### src/hw/ramio_consts.svh
//--------------------------------------------------------------------
// address map, RAM depth and UART bit timing for the ramio bridge
// include after `default_nettype in any file that needs a constant
//--------------------------------------------------------------------
`ifndef RAMIO_CONSTS_SVH
`define RAMIO_CONSTS_SVH

// I/O window at the very top of the address space
// four LEDs in the low nibble, 0 lights a LED
`define RAMIO_ADDR_LED 32'hffff_fffc
// reads the byte being sent, all ones when idle
`define RAMIO_ADDR_UART_OUT 32'hffff_fff8
// reads the last received byte, all ones when empty
`define RAMIO_ADDR_UART_IN 32'hffff_fff4

// word index width of the on-chip RAM, 256 words
`define RAMIO_RAM_ADDR_BITS 8

// clock cycles per UART bit
// kept small so a frame is only 80 cycles in simulation
`define RAMIO_CLKS_PER_BIT 8

`endif
### src/hw/uart_rx.sv
//--------------------------------------------------------------------
// 8N1 serial receiver
// with go high it waits for a start bit, then holds data_ready
// with the byte until go drops
//--------------------------------------------------------------------
`default_nettype none

`include "ramio_consts.svh"

module uart_rx (
  input  wire       clk,
  input  wire       rst_n,
  input  wire       go,
  input  wire       rx,
  output logic [7:0] data,
  output logic      data_ready
);

  localparam int unsigned CNT_W = $clog2(`RAMIO_CLKS_PER_BIT);
  localparam logic [CNT_W-1:0] LAST = CNT_W'(`RAMIO_CLKS_PER_BIT - 1);
  // middle of the start bit
  localparam logic [CNT_W-1:0] HALF = CNT_W'(`RAMIO_CLKS_PER_BIT / 2 - 1);

  typedef enum logic [2:0] {
    st_idle,
    st_start,
    st_data,
    st_stop,
    st_done
  } state_e;

  state_e           state;
  logic [CNT_W-1:0] cnt;
  logic [2:0]       bit_idx;
  // two-flop synchronizer on the line
  logic             rx_meta;
  logic             rx_sync;

  always_ff @(posedge clk) begin
    if (!rst_n) begin
      rx_meta <= 1'b1;
      rx_sync <= 1'b1;
    end else begin
      rx_meta <= rx;
      rx_sync <= rx_meta;
    end
  end

  always_ff @(posedge clk) begin
    if (!rst_n) begin
      state      <= st_idle;
      cnt        <= '0;
      bit_idx    <= '0;
      data_ready <= 1'b0;
    end else begin
      cnt <= cnt + 1'b1;
      case (state)
        st_idle: begin
          cnt <= '0;
          if (go && !rx_sync) begin
            state <= st_start;
          end
        end
        st_start: begin
          // recheck at mid bit, a short glitch is no start
          if (cnt == HALF) begin
            cnt     <= '0;
            bit_idx <= '0;
            state   <= rx_sync ? st_idle : st_data;
          end
        end
        st_data: begin
          // full period from mid start lands on mid data bit
          if (cnt == LAST) begin
            cnt     <= '0;
            bit_idx <= bit_idx + 1'b1;
            if (bit_idx == 3'd7) begin
              state <= st_stop;
            end
          end
        end
        st_stop: begin
          // mid stop bit, byte complete
          if (cnt == LAST) begin
            state      <= st_done;
            data_ready <= 1'b1;
          end
        end
        st_done: begin
          cnt <= '0;
          if (!go) begin
            state      <= st_idle;
            data_ready <= 1'b0;
          end
        end
        default: state <= st_idle;
      endcase
    end
  end

  // lsb arrives first, shift in from the top
  always_ff @(posedge clk) begin
    if (state == st_data && cnt == LAST) begin
      data <= {rx_sync, data[7:1]};
    end
  end

endmodule

`default_nettype wire

### config.mk
export PLATFORM = sky130hd
export DESIGN_NAME = uart_rx
export DESIGN_NICKNAME = d
export VERILOG_FILES = /design/src/hw/uart_rx.sv
export VERILOG_INCLUDE_DIRS = /design/src /design/src/hw
export SDC_FILE = /design/constraint.sdc
export NUM_CORES = 1
export LEC_CHECK = 0
export ABC_CLOCK_PERIOD_IN_PS = 2800
export BUFFER_PORTS_ARGS = -buffer_cell sky130_fd_sc_hd__buf_2
export CAP_MARGIN = 25
export CORE_ASPECT_RATIO = 0.5
export CORE_UTILIZATION = 25
export DETAILED_ROUTE_END_ITERATION = 10
export MAX_ROUTING_LAYER = met4
export PLACE_DENSITY = 0.38
export SLEW_MARGIN = 20
export SYNTH_ARGS = -nofsm -noshare
export SYNTH_HDL_FRONTEND = slang
export SYNTH_SLANG_ARGS = --single-unit
### constraint.sdc
create_clock -name clk -period 2.8 [get_ports clk]
set_clock_uncertainty 0.2 [all_clocks]
set_input_delay 0.42 -clock clk [delete_from_list [all_inputs] [get_ports clk]]
set_output_delay 0.42 -clock clk [all_outputs]
set_load 0.02 [all_outputs]
* Word level (Yosys, flattened, before mapping)
Index checks and enable logic that the tools add are counted.
** Storage, ports and cells
- Bits in registers :: 20
- Output and inout bits :: 9
- Word-level logic and storage cells :: 49
** Operators by class
- $add $sub $neg :: 2
- Reduce and logical (&&, ||, !) cells :: 10
- Mux-type cells :: 17
- Eq/ne operators :: 13
** Operators with widths (number)
- 2-to-1 mux 3 bit :: 10
- case mux 3 bit (5 select lines) :: 1
- != test 2 bit, second input constant :: 6
- == test 3 x 2 -> 1 bit, second input constant :: 3
- == test 3 bit, second input constant :: 3
- case mux 3 bit (3 select lines) :: 1
- adder 3 x 1 -> 3 bit, second input constant :: 2
- case mux 3 bit (2 select lines) :: 1
- AND reduction 3 bit :: 2
- AND reduction 6 bit :: 1
- nonzero test 2 bit :: 2
- == test 3 x 1 -> 1 bit, second input constant :: 1
- logical NOT 3 bit :: 1
- logical AND 1 bit :: 2
- 2-to-1 mux 1 bit :: 2
- 2-to-1 mux 2 bit :: 1
- case mux 1 bit (2 select lines) :: 1
- OR reduction 2 bit :: 1
- logical NOT 1 bit :: 1

* Logic depth before layout (Yosys ltp)
Gate-level depths: netlist of run 1.
- Word-level depth :: 4
- Gate-level depth with buffers :: 6
- Gate-level depth less buffers :: 6

* Worst setup path after synthesis of run 1
Ideal clock, no wire load.
- Path kind :: flip-flop to flip-flop
- Start :: reg state[2]
- End :: reg data[0] (enable)
- Path slack :: 1281 ps
- Path buffers :: 1
- Arrival time :: 987 ps
- Clock period less this slack :: 1519 ps
- Cell stages (with the launch flop) :: 4
- Cell sequence :: dfxtp_1 -> buf_2 -> nor3b_2 -> and3_1
** On the way
- Longest elaborated chain between the ends :: 2
** Ends and longest elaborated chain
- from (decl) :: line uart_rx.sv:32 : state_e state;
- from (signal assigned) :: line uart_rx.sv:51 : state <= st_idle;
- from (signal assigned) :: line uart_rx.sv:61 : state <= st_start;
- from (signal assigned) :: line uart_rx.sv:69 : state <= rx_sync ? st_idle : st_data;
- == test 3 x 2 -> 1 bit :: line uart_rx.sv:103 : if (state == st_data && cnt == LAST) begin
- logical AND 1 bit :: line uart_rx.sv:103
- to (signal assigned) :: line uart_rx.sv:104 : data <= {rx_sync, data[7:1]};
- to (decl) :: line uart_rx.sv:15 : output logic [7:0] data,
Every way passes these cells.
A chain may end at the register's enable or synchronous reset.

* Worst setup path after layout of run 1
- Start :: reg state[1]
- End :: reg data[3] (enable)
The elaborated chain is that of the path after synthesis.

==> summary.txt, run 1 <==
Clocking
  – Cts-stage hold buffer count: 0
  – Sink Count: 20
  – Clock slew at reported path FFs: roughly 0.08 ns
  – Depth of the CTS H-tree: 1
  – Total setup buffers inserted after CTS: 0
  – TritonCTS clock tree: built
  – Clk_lat worst skew: ~0.26 ns
  – Clk buf depth: 2
  – Resize count post-CTS: 0
  – Num CTS Buffers: 3
  – CTS root buffer: clkbuf_8

Setup path
  – Setup CP Type: reg -> reg
  – Buf+Inv Stages, Crit Path: 0
  – Worst Path Required: roughly 2.5 ns
  – Reg2reg start: state[1]$_SDFFE_PN0P_
  – Worst Path Arrival: between 1.5 and 2 ns
  – Crit Path Max Fanout: 14
  – CP peak stage delay: ~0.6 ns
  – Origin of the worst setup path: state[1]$_SDFFE_PN0P_
  – Crit path max-delay cell type: dfxtp_1
  – Crit path max-delay family: simple AND/OR/NAND/NOR gates
  – Crit path launch type: flip-flop
  – Crit end category: flip-flop
  – Critical path, cell by cell: nor3b_2 > and3_1

Routing
  – Detailed-route via count: about 630
  – DRT met1 WL: ~840 um
  – Metal3 WL: around 63 um
  – Drt via density: approximately 4.5
  – WL/cell: about 12 um
  – Routed wire length: 1662 um
  – Starting DRT DRC Count: 56
  – Top routing layer in use: met3
  – Met2 wire len: 760 um
  – Final ANT Viol Nets: 0
  – DR pass1 iterations: 4
  – Residual DRC: 0

Floorplanning
  – Die Footprint: slightly below 4000 sq um
  – Rows: 14
  – Chip width: roughly 87 um
  – Initial Util: 0.2814
  – Chip height: 44.48 um
  – I/O Pins: 13
  – Core area: approximately 3200 sq um

Place
  – Post-DP HPWL: 1222 um
  – Placed Area: 997.2 sq um
  – I/O Buffers: 12
  – RePlAce Congestion: between 0.7 and 0.8

Cells and area
  – Share of cells above drive strength 1: 0.1957
  – Nets@finish: a little over 100
  – Final non-filler cell area: about 1100 sq um
  – Area grow syn2layout: 18.45%
  – Antenna cell count: 0

STA
  – Fin. Hold Viols: 0
  – Setup TNS: 0 ns
  – Slew Viols, Final: 0
  – Tmin final: between 1.5 and 2 ns
  – Unrepaired setup endpoints after global routing: no
  – Max-slew headroom: 0.6647
  – Worst Tran Pin Value: 0.5023 ns
  – Fmax: between 500 and 600 MHz
  – Fin crit share: 0.6839
  – Endpoints failing setup: 0

Synthesis
  – Most common cell in the netlist: dfxtp_1
  – Synth Warn #: 0
  – Post-synth cell types: 27
  – Number of synthesized flops with an enable pin: 8
  – Leading area contributor after synthesis: dfxtp_1
  – Ys flop type: dfxtp_1
  – Seq/Total Area, Yosys: 0.5326
  – Syn Inst Count: ~80
  – Yosys top cell area share: 0.2663
  – Async SR Flop Fraction: 0
  – Synth cell count leaders: dfxtp_1 (12), edfxtp_1 (8), buf_2 (5), ha_1 (5), nand2_1 (5)
  – Post-synthesis cell area: between 900 and 1000 sq um
  – Largest cells by area after synthesis: dfxtp_1 (27%), edfxtp_1 (27%), ha_1 (6.9%), or3b_1 (3.9%), mux2i_1 (3.3%)
  – Synthesized flop and latch total: 20
  – Post-Syn Nets: 90
  – Avg Inst Size Synth: between 10 and 15 sq um

GRT
  – GRT Overall Usage: 0.1010
  – Grt ovf: 0
  – Vias in the first global route: around 550
  – Initial antenna violation count: 0
  – First-pass GRT wire length: between 2000 and 3000 um
  – Largest net degree at the start of global routing: 17

Power and ir drop
  – Peak VDD IR: about 0.22 mV
  – Pwr dens: 562.2 nW/um^2
  – Leak: around 0.38 nW

Outcome
  – Status: completed

Hold path
  – HP Start: rx
  – Hold WC Path Type: in -> reg

Flow run
  – Max-cap violation count: 0
[cell type report]
cell class                 count  area (sq um)
fill                         328          2137
sequential                    20         480.5
multi-input combinational     54         389.1
timing repair buffer          12         60.06
tap                           48         60.06
clock buffer                   3         41.29
clock inverter                 1         30.03
inverter                       2         7.507
[layer usage]
metal | global-route usage | vias to the layer above
met5 | - | -
met4 | 0.03000 | 0
met3 | 0.03918 | 0
met2 | 0.1559 | 14
met1 | 0.1230 | 306
li1 | - | 313
[cell usage in the layout (no fill, tap or decap), types with 2 or more instances in the layout]
cell type,netlist,routed
dfxtp_1,12,12
nand2_1,5,5
nor3b_1,2,2
o21ai_1,3,3
nor2b_1,2,2
clkbuf_8,0,3
nand3_1,3,3
or3b_1,4,4
a21oi_1,4,4
nor4bb_1,2,2
buf_2,5,12
a31oi_1,3,3
mux2i_1,3,3
ha_1,5,5
nor3_1,2,2
nand3b_1,2,2
nor2_1,2,2
inv_1,2,2
edfxtp_1,8,8
nand2b_1,4,4
[state kept, by name, indices dropped and copies added, names as in the netlist]
register,flops
state,3
bit_idx,3
cnt,3
data,8
rx_sync,1
rx_meta,1
data_ready,1
[stage by stage]
step	setup WS (ns)	total power (W)	instances	utilization	hold WS [ns]
after floorplan	1.281	0.0003171	81	-	0.1863
after global placement	0.9550	0.0003225	136	0.3111	0.1902
after detailed placement	0.9007	0.0003228	136	0.3111	0.1967
after CTS	0.8900	0.0006112	140	0.3333	0.1350
after global routing	0.7258	0.0006210	140	0.3333	0.1348
final	0.8851	0.0006008	140	0.3333	0.1392
[where the power goes]
| part | internal, W | total, W | switching (W) |
|---|---|---|---|
| Clock | 0.000191 | 0.000285 | 0.0000942 |
| Combinational | 0.00000490 | 0.0000105 | 0.00000563 |
| Sequential | 0.000302 | 0.000305 | 0.00000299 |
| Total | 0.000498 | 0.000601 | 0.000103 |
[cell families (layout without fill, tap and decap cells)]
group,Yosys count,count (layout),share of synthesized area
AO/OA/AOI/OAI,14,14,0.09571
XOR/XNOR,1,1,0.009711
adder cells (fa/ha/maj),5,5,0.06935
buffers and inverters,7,18,0.03606
flip-flops,20,20,0.5326
multiplexers,3,3,0.03329
AND/OR/NAND/NOR,31,31,0.2233
[path summary, 6_finish.rpt]
check | end | slack [ns] | depth (start not counted)
max | data[3]$_DFFE_PP_ | 0.89 | 2
min | rx_meta$_SDFF_PN1_ | 0.14 | 2
max reg2reg | data[3]$_DFFE_PP_ | 0.89 | 2
min reg2reg | rx_sync$_SDFF_PN1_ | 0.21 | 1
Power figures use the tool's default switching activity.
==> inputs of run 2 (changes only) <==
Settings changed: ABC_CLOCK_PERIOD_IN_PS 2800 to 1900.
Clock period 2.8 ns to 1.9 ns, I/O delays scaled along.
==> summary.txt, run 2 (synthesized netlist as in run 1, its figures left out) <==
Setup path
  – Buf+Inv Stages, Crit Path: 0 (unchanged)
  – Setup CP Type: reg -> reg
  – R2R Path End: bit_idx[2]$_SDFFE_PN0P_
  – Critical path, cell by cell: or3b_1 > a21oi_2 > mux2i_1
  – Crit path max-delay family: flip-flops
  – Worst Path Arrival: 1.61 ns (-0.03 ns)
  – Reg2Reg Setup Slack: 0.28 ns (-0.60 ns)
  – Reg2reg start: state[0]$_SDFFE_PN0P_
  – Crit end category: flip-flop
  – Worst Path Required: 1.89 ns (-0.64 ns)
  – Crit path max-delay cell type: dfxtp_1
  – FF-to-FF path depth: 3 (+1)
  – CP peak stage delay: 0.50 ns (-0.11 ns)
  – Crit Path Max Fanout: 9 (-5)
  – Crit path launch type: flip-flop

Clocking
  – Depth of the CTS H-tree: 1 (unchanged)
  – Resize count post-CTS: 0 (unchanged)
  – Sink Count: 20 (unchanged)
  – Clk_lat worst skew: 0.26 ns (about the same)
  – Total setup buffers inserted after CTS: 0 (unchanged)
  – Clk buf depth: 2 (unchanged)
  – Num CTS Buffers: 3 (unchanged)
  – TritonCTS clock tree: built
  – Clock slew at reported path FFs: 0.08 ns (about the same)
  – CTS root buffer: clkbuf_8

STA
  – Endpoints failing setup: 0 (unchanged)
  – Setup TNS: 0 ns (unchanged)
  – Unrepaired setup endpoints after global routing: no
  – Tmin final: 1.615 ns (-0.2998 ns)
  – Max-slew headroom: 0.7103 (+0.04564)
  – Slew Viols, Final: 0 (unchanged)
  – Worst Tran Pin Value: 0.4339 ns (-0.06836 ns)
  – Fmax: 619.2 MHz (+19%)
  – Fin crit share: 0.8500 (+0.1661)
  – Fin. Hold Viols: 0 (unchanged)
  – Final setup margin: 0.2850 ns (-0.6002 ns)

Hold path
  – Hold WC Path Type: in -> reg
  – Hold path depth: 2 (unchanged)
  – HP Start: rst_n
  – Min-Delay Endpoint: rx_meta$_SDFF_PN1_

Cells and area
  – Commonest non-fill, non-tap cells in the layout: dfxtp_1 (12), buf_2 (12), edfxtp_1 (8)
  – Max reg flops: 8 (unchanged)
  – Biggest register: data
  – Nets@finish: 107 (+4.9%)
  – Share of cells above drive strength 1: 0.2268 (+0.03115)
  – Area grow syn2layout: 22.88%
  – Antenna cell count: 0 (unchanged)

Routing
  – Drt via density: 4.483 (-0.86%)
  – Routed wire length: 1846 um (+11%)
  – DR pass1 iterations: 4 (unchanged)
  – Final ANT Viol Nets: 0 (unchanged)
  – Detailed-route via count: 650 (+2.7%)
  – Starting DRT DRC Count: 21 (-63%)
  – WL/cell: 12.73 um (+7.2%)
  – Residual DRC: 0 (unchanged)

Power and ir drop
  – Clock power frac: 0.478 (+0.004)
  – Net Sw Frac: 0.1793 (+0.008203)
  – Comb pwr share: 0.022 (+0.004)
  – Peak VDD IR: 0.2604 mV (+20%)
  – Pwr dens: 809.2 nW/um^2 (+44%)
  – Leak: 0.4043 nW (+6.9%)
  – Sw power: 0.0001609 W (+56%)
  – Design Power: 0.0008970 W (+49%)
  – Flop pwr share: 0.500 (-0.008)
  – Internal: 0.0007361 W (+48%)

Flow run
  – Max-cap violation count: 0 (unchanged)

GRT
  – Largest net degree at the start of global routing: 13 (-4)
  – Vias in the first global route: 625 (+14%)
  – Initial antenna violation count: 0 (unchanged)
  – GRT Overall Usage: 0.1149 (+0.01397)
  – First-pass GRT wire length: 3042 um (+10%)
  – Grt ovf: 0 (unchanged)

Floorplanning
  – I/O Pins: 13 (unchanged)
  – Die Footprint: 3867 sq um (unchanged)
  – Core area: 3206 sq um (unchanged)
  – Initial Util: 0.2814 (unchanged)
  – Chip height: 44.48 um (unchanged)
  – Rows: 14 (unchanged)
  – Chip width: 86.95 um (unchanged)

Outcome
  – Status: completed

Place
  – Worst slack, placed: 0.3078 ns (-0.5928 ns)
  – Post-DP HPWL: 1357 um (+11%)
  – RePlAce Congestion: 0.6960 (-2.8%)
  – I/O Buffers: 12 (unchanged)
run 2: what timing repair did:
action | 4_1_cts | 5_1_grt
hold buffers | 1 | 0
hold endpoints to repair | 1 | 0
setup endpoints to repair | 0 | 0
run 2: per-stage QoR:
step           cells  utilization  instance area, sq um  hold slack (ns)
5_1_grt          145       0.3458                  1109          0.09437
2_1_floorplan     81            -                 902.1           0.1580
4_1_cts          145       0.3458                  1109          0.09152
3_3_place_gp     140       0.3205                  1027           0.1924
3_5_place_dp     140       0.3205                  1027           0.1965
6_report         145       0.3458                  1109          0.09256
run 2: power groups by stage:
stage / Clock (W) / Sequential, W / Combinational [W]
3_5_place_dp: 0 / 0.000459 / 0.0000184
4_1_cts: 0.000443 / 0.000449 / 0.0000200
5_1_grt: 0.000460 / 0.000449 / 0.0000219
6_report: 0.000429 / 0.000449 / 0.0000197
3_3_place_gp: 0 / 0.000458 / 0.0000182
2_1_floorplan: 0 / 0.000457 / 0.0000101
run 2: worst max-delay path by stage:
stage                     startpoint  slack [ns]  depth (start not counted)                       to
6_report       state[0]$_SDFFE_PN0P_        0.28                          3  bit_idx[2]$_SDFFE_PN0P_
5_1_grt        state[0]$_SDFFE_PN0P_        0.20                          3  bit_idx[1]$_SDFFE_PN0P_
4_1_cts        state[0]$_SDFFE_PN0P_        0.29                          3  bit_idx[2]$_SDFFE_PN0P_
3_5_place_dp   state[0]$_SDFFE_PN0P_        0.31                          3  bit_idx[2]$_SDFFE_PN0P_
2_1_floorplan  state[2]$_SDFFE_PN0P_        0.38                          3        data[0]$_DFFE_PP_
3_3_place_gp   state[0]$_SDFFE_PN0P_        0.35                          3  bit_idx[2]$_SDFFE_PN0P_
run 2: final cells by class:
class | count | area (sq um)
Clock buffer | 3 | 41.29
Timing Repair Buffer | 17 | 100.1
Inverter | 2 | 7.507
Clock inverter | 1 | 30.03
Multi-Input combinational cell | 54 | 389.1
Fill cell | 318 | 2097
Sequential cell | 20 | 480.5
Tap cell | 48 | 60.06
run 2: layer usage:
layer,track usage,part of all wire
met5,-,0
met4,0.08000,0.020
met3,0.05037,0.039
met2,0.1654,0.47
met1,0.1298,0.47
==> inputs of run 3 (changes only) <==
--- a/config.mk
+++ b/config.mk
@@ -12,2 +12,3 @@
 export CORE_ASPECT_RATIO = 0.5
+export CORE_MARGIN = 10
 export CORE_UTILIZATION = 25
@@ -16,3 +17,2 @@
 export PLACE_DENSITY = 0.38
-export SLEW_MARGIN = 20
 export SYNTH_ARGS = -nofsm -noshare
==> constraint.sdc (replaced) <==
create_clock -name clk -period 1.9 [get_ports clk]
set_clock_uncertainty 0.2 [all_clocks]
set_input_delay 0.38 -clock clk [delete_from_list [all_inputs] [get_ports clk]]
set_output_delay 0.38 -clock clk [all_outputs]
set_load 0.02 [all_outputs]
==> summary.txt, run 3 (synthesized netlist as in run 1, its figures left out) <==
Outcome
  – Status: completed

STA
  – Tmin final: 1.610 ns (-0.004812 ns)
  – Worst Tran Pin Value: 0.4012 ns (-0.03275 ns)
  – Max-slew headroom: 0.7322 (+0.02186)
  – Slew Viols, Final: 0 (unchanged)
  – Fmax: 621.0 MHz (+0.30%)
  – Fin crit share: 0.8475 (-0.002533)
  – Setup TNS: 0 ns (unchanged)
  – Unrepaired setup endpoints after global routing: no
  – Endpoints failing setup: 0 (unchanged)
  – Fin. Hold Viols: 0 (unchanged)

Cells and area
  – Commonest non-fill, non-tap cells in the layout: dfxtp_1 (12), buf_2 (12), edfxtp_1 (8)
  – Biggest register: data
  – Nets@finish: 106 (-0.93%)
  – Post-Layout Cell Count: 147 (+1.4%)
  – Share of cells above drive strength 1: 0.2188 (-0.008054)
  – Max reg flops: 8 (unchanged)
  – Antenna cell count: 0 (unchanged)
  – Area grow syn2layout: 19.28%

Routing
  – WL/cell: 12.10 um (-5.0%)
  – Detailed-route via count: 639 (-1.7%)
  – Starting DRT DRC Count: 42 (+100%)
  – Routed wire length: 1778 um (-3.7%)
  – DR pass1 iterations: 4 (unchanged)
  – Residual DRC: 0 (unchanged)
  – Drt via density: 4.347 (-3.0%)
  – Final ANT Viol Nets: 0 (unchanged)

Setup path
  – Setup CP Type: reg -> reg
  – Crit Path Max Fanout: 8 (-1)
  – Crit path launch type: flip-flop
  – Crit end category: flip-flop
  – Worst Path Required: 1.62 ns (-0.27 ns)
  – Worst Path Arrival: 1.33 ns (-0.28 ns)

Clocking
  – TritonCTS clock tree: built
  – Clk_lat worst skew: 0.25 ns (about the same)
  – Depth of the CTS H-tree: 1 (unchanged)
  – Clock slew at reported path FFs: 0.07 ns (about the same)
  – CTS root buffer: clkbuf_8
  – Total setup buffers inserted after CTS: 0 (unchanged)
  – Cts-stage hold buffer count: 0 (-1)
  – Num CTS Buffers: 3 (unchanged)
  – Clk buf depth: 2 (unchanged)
  – Resize count post-CTS: 0 (unchanged)
  – Sink Count: 20 (unchanged)

Place
  – RePlAce Congestion: 0.6802 (-2.3%)
  – Post-Place Cells: 143 (+2.1%)
  – I/O Buffers: 12 (unchanged)
  – Post-DP HPWL: 1382 um (+1.9%)

Floorplanning
  – Chip width: 105.0 um (+21%)
  – I/O Pins: 13 (unchanged)
  – Core area: 3453 sq um (+7.7%)
  – Chip height: 62.48 um (+40%)
  – Rows: 15 (+1)
  – Initial Util: 0.2612 (-0.02019)
  – Die Footprint: 6557 sq um (+70%)

GRT
  – First-pass GRT wire length: 3160 um (+3.9%)
  – Initial antenna violation count: 0 (unchanged)
  – Grt ovf: 0 (unchanged)
  – Largest net degree at the start of global routing: 13 (unchanged)
  – Vias in the first global route: 657 (+5.1%)
  – GRT Overall Usage: 0.06010 (-0.05484)

Power and ir drop
  – Sw power: 0.0001442 W (-10%)
  – Clock power frac: 0.370 (-0.108)
  – Leak: 0.3876 nW (-4.1%)
  – Internal: 0.0005975 W (-19%)
  – Pwr dens: 689.3 nW/um^2 (-15%)
  – Net Sw Frac: 0.1944 (+0.01507)
  – Comb pwr share: 0.025 (+0.003)
  – Flop pwr share: 0.605 (+0.105)
  – Peak VDD IR: 0.1349 mV (-48%)

Hold path
  – Hold WC Path Type: in -> reg

Flow run
  – Max-cap violation count: 0 (unchanged)
==> run 3: changes by cell type in the layout (fill, tap and decap cells not counted) <==
cell / delta
bufinv_16: -1
clkinv_1: +1
dlygate4sd3_1: -1
==> run 3: critical path: stages (launching register included) <==
cell and delay (ns):
dfxtp_1 0.37, nor3b_2 0.29, and3_1 0.42
==> run 3: path summary, 6_finish.rpt <==
path / startpoint / endpoint / slack (ns) / cells past startpoint
setup / recovery: state[0]$_SDFFE_PN0P_ / data[2]$_DFFE_PP_ / 0.29 / 2
hold / removal: rx / rx_meta$_SDFF_PN1_ / 0.10 / 2
setup reg to reg: state[0]$_SDFFE_PN0P_ / data[2]$_DFFE_PP_ / 0.29 / 2
hold reg to reg: rx_meta$_SDFF_PN1_ / rx_sync$_SDFF_PN1_ / 0.21 / 1
==> run 3: stage by stage <==
stage	setup slack (ns)	utilization	power, W	hold WS, ns	instance area, sq um
2_1_floorplan	0.3814	-	0.0004674	0.1863	902.1
3_3_place_gp	0.3488	0.2986	0.0004769	0.1946	1031
3_5_place_dp	0.2913	0.2986	0.0004774	0.1973	1031
4_1_cts	0.2842	0.3116	0.0007617	0.09462	1076
5_1_grt	0.1682	0.3116	0.0007746	0.1168	1076
6_report	0.2898	0.3116	0.0007417	0.1024	1076
==> run 3: final cells by class <==
type,instances,area [sq um]
Clock buffer,3,41.29
Timing Repair Buffer,16,90.09
Inverter,2,7.507
Tap cell,51,63.81
Multi-Input combinational cell,54,389.1
Clock inverter,1,3.754
Fill cell,376,2377
Sequential cell,20,480.5
==> run 3: power groups by stage <==
stage	Combinational, W	Sequential (W)	Clock [W]
CTS	0.0000191	0.000448	0.000294
global placement	0.0000189	0.000458	0
floorplan	0.0000101	0.000457	0
detailed placement	0.0000192	0.000458	0
global route	0.0000213	0.000449	0.000305
finish	0.0000188	0.000448	0.000274
==> run 3: routing by layer <==
metal  routed length, um  global-route usage
met4                   8             0.01020
met1                 842             0.06838
met3                 155             0.03704
met2                 772             0.08929
met5                   0                   -
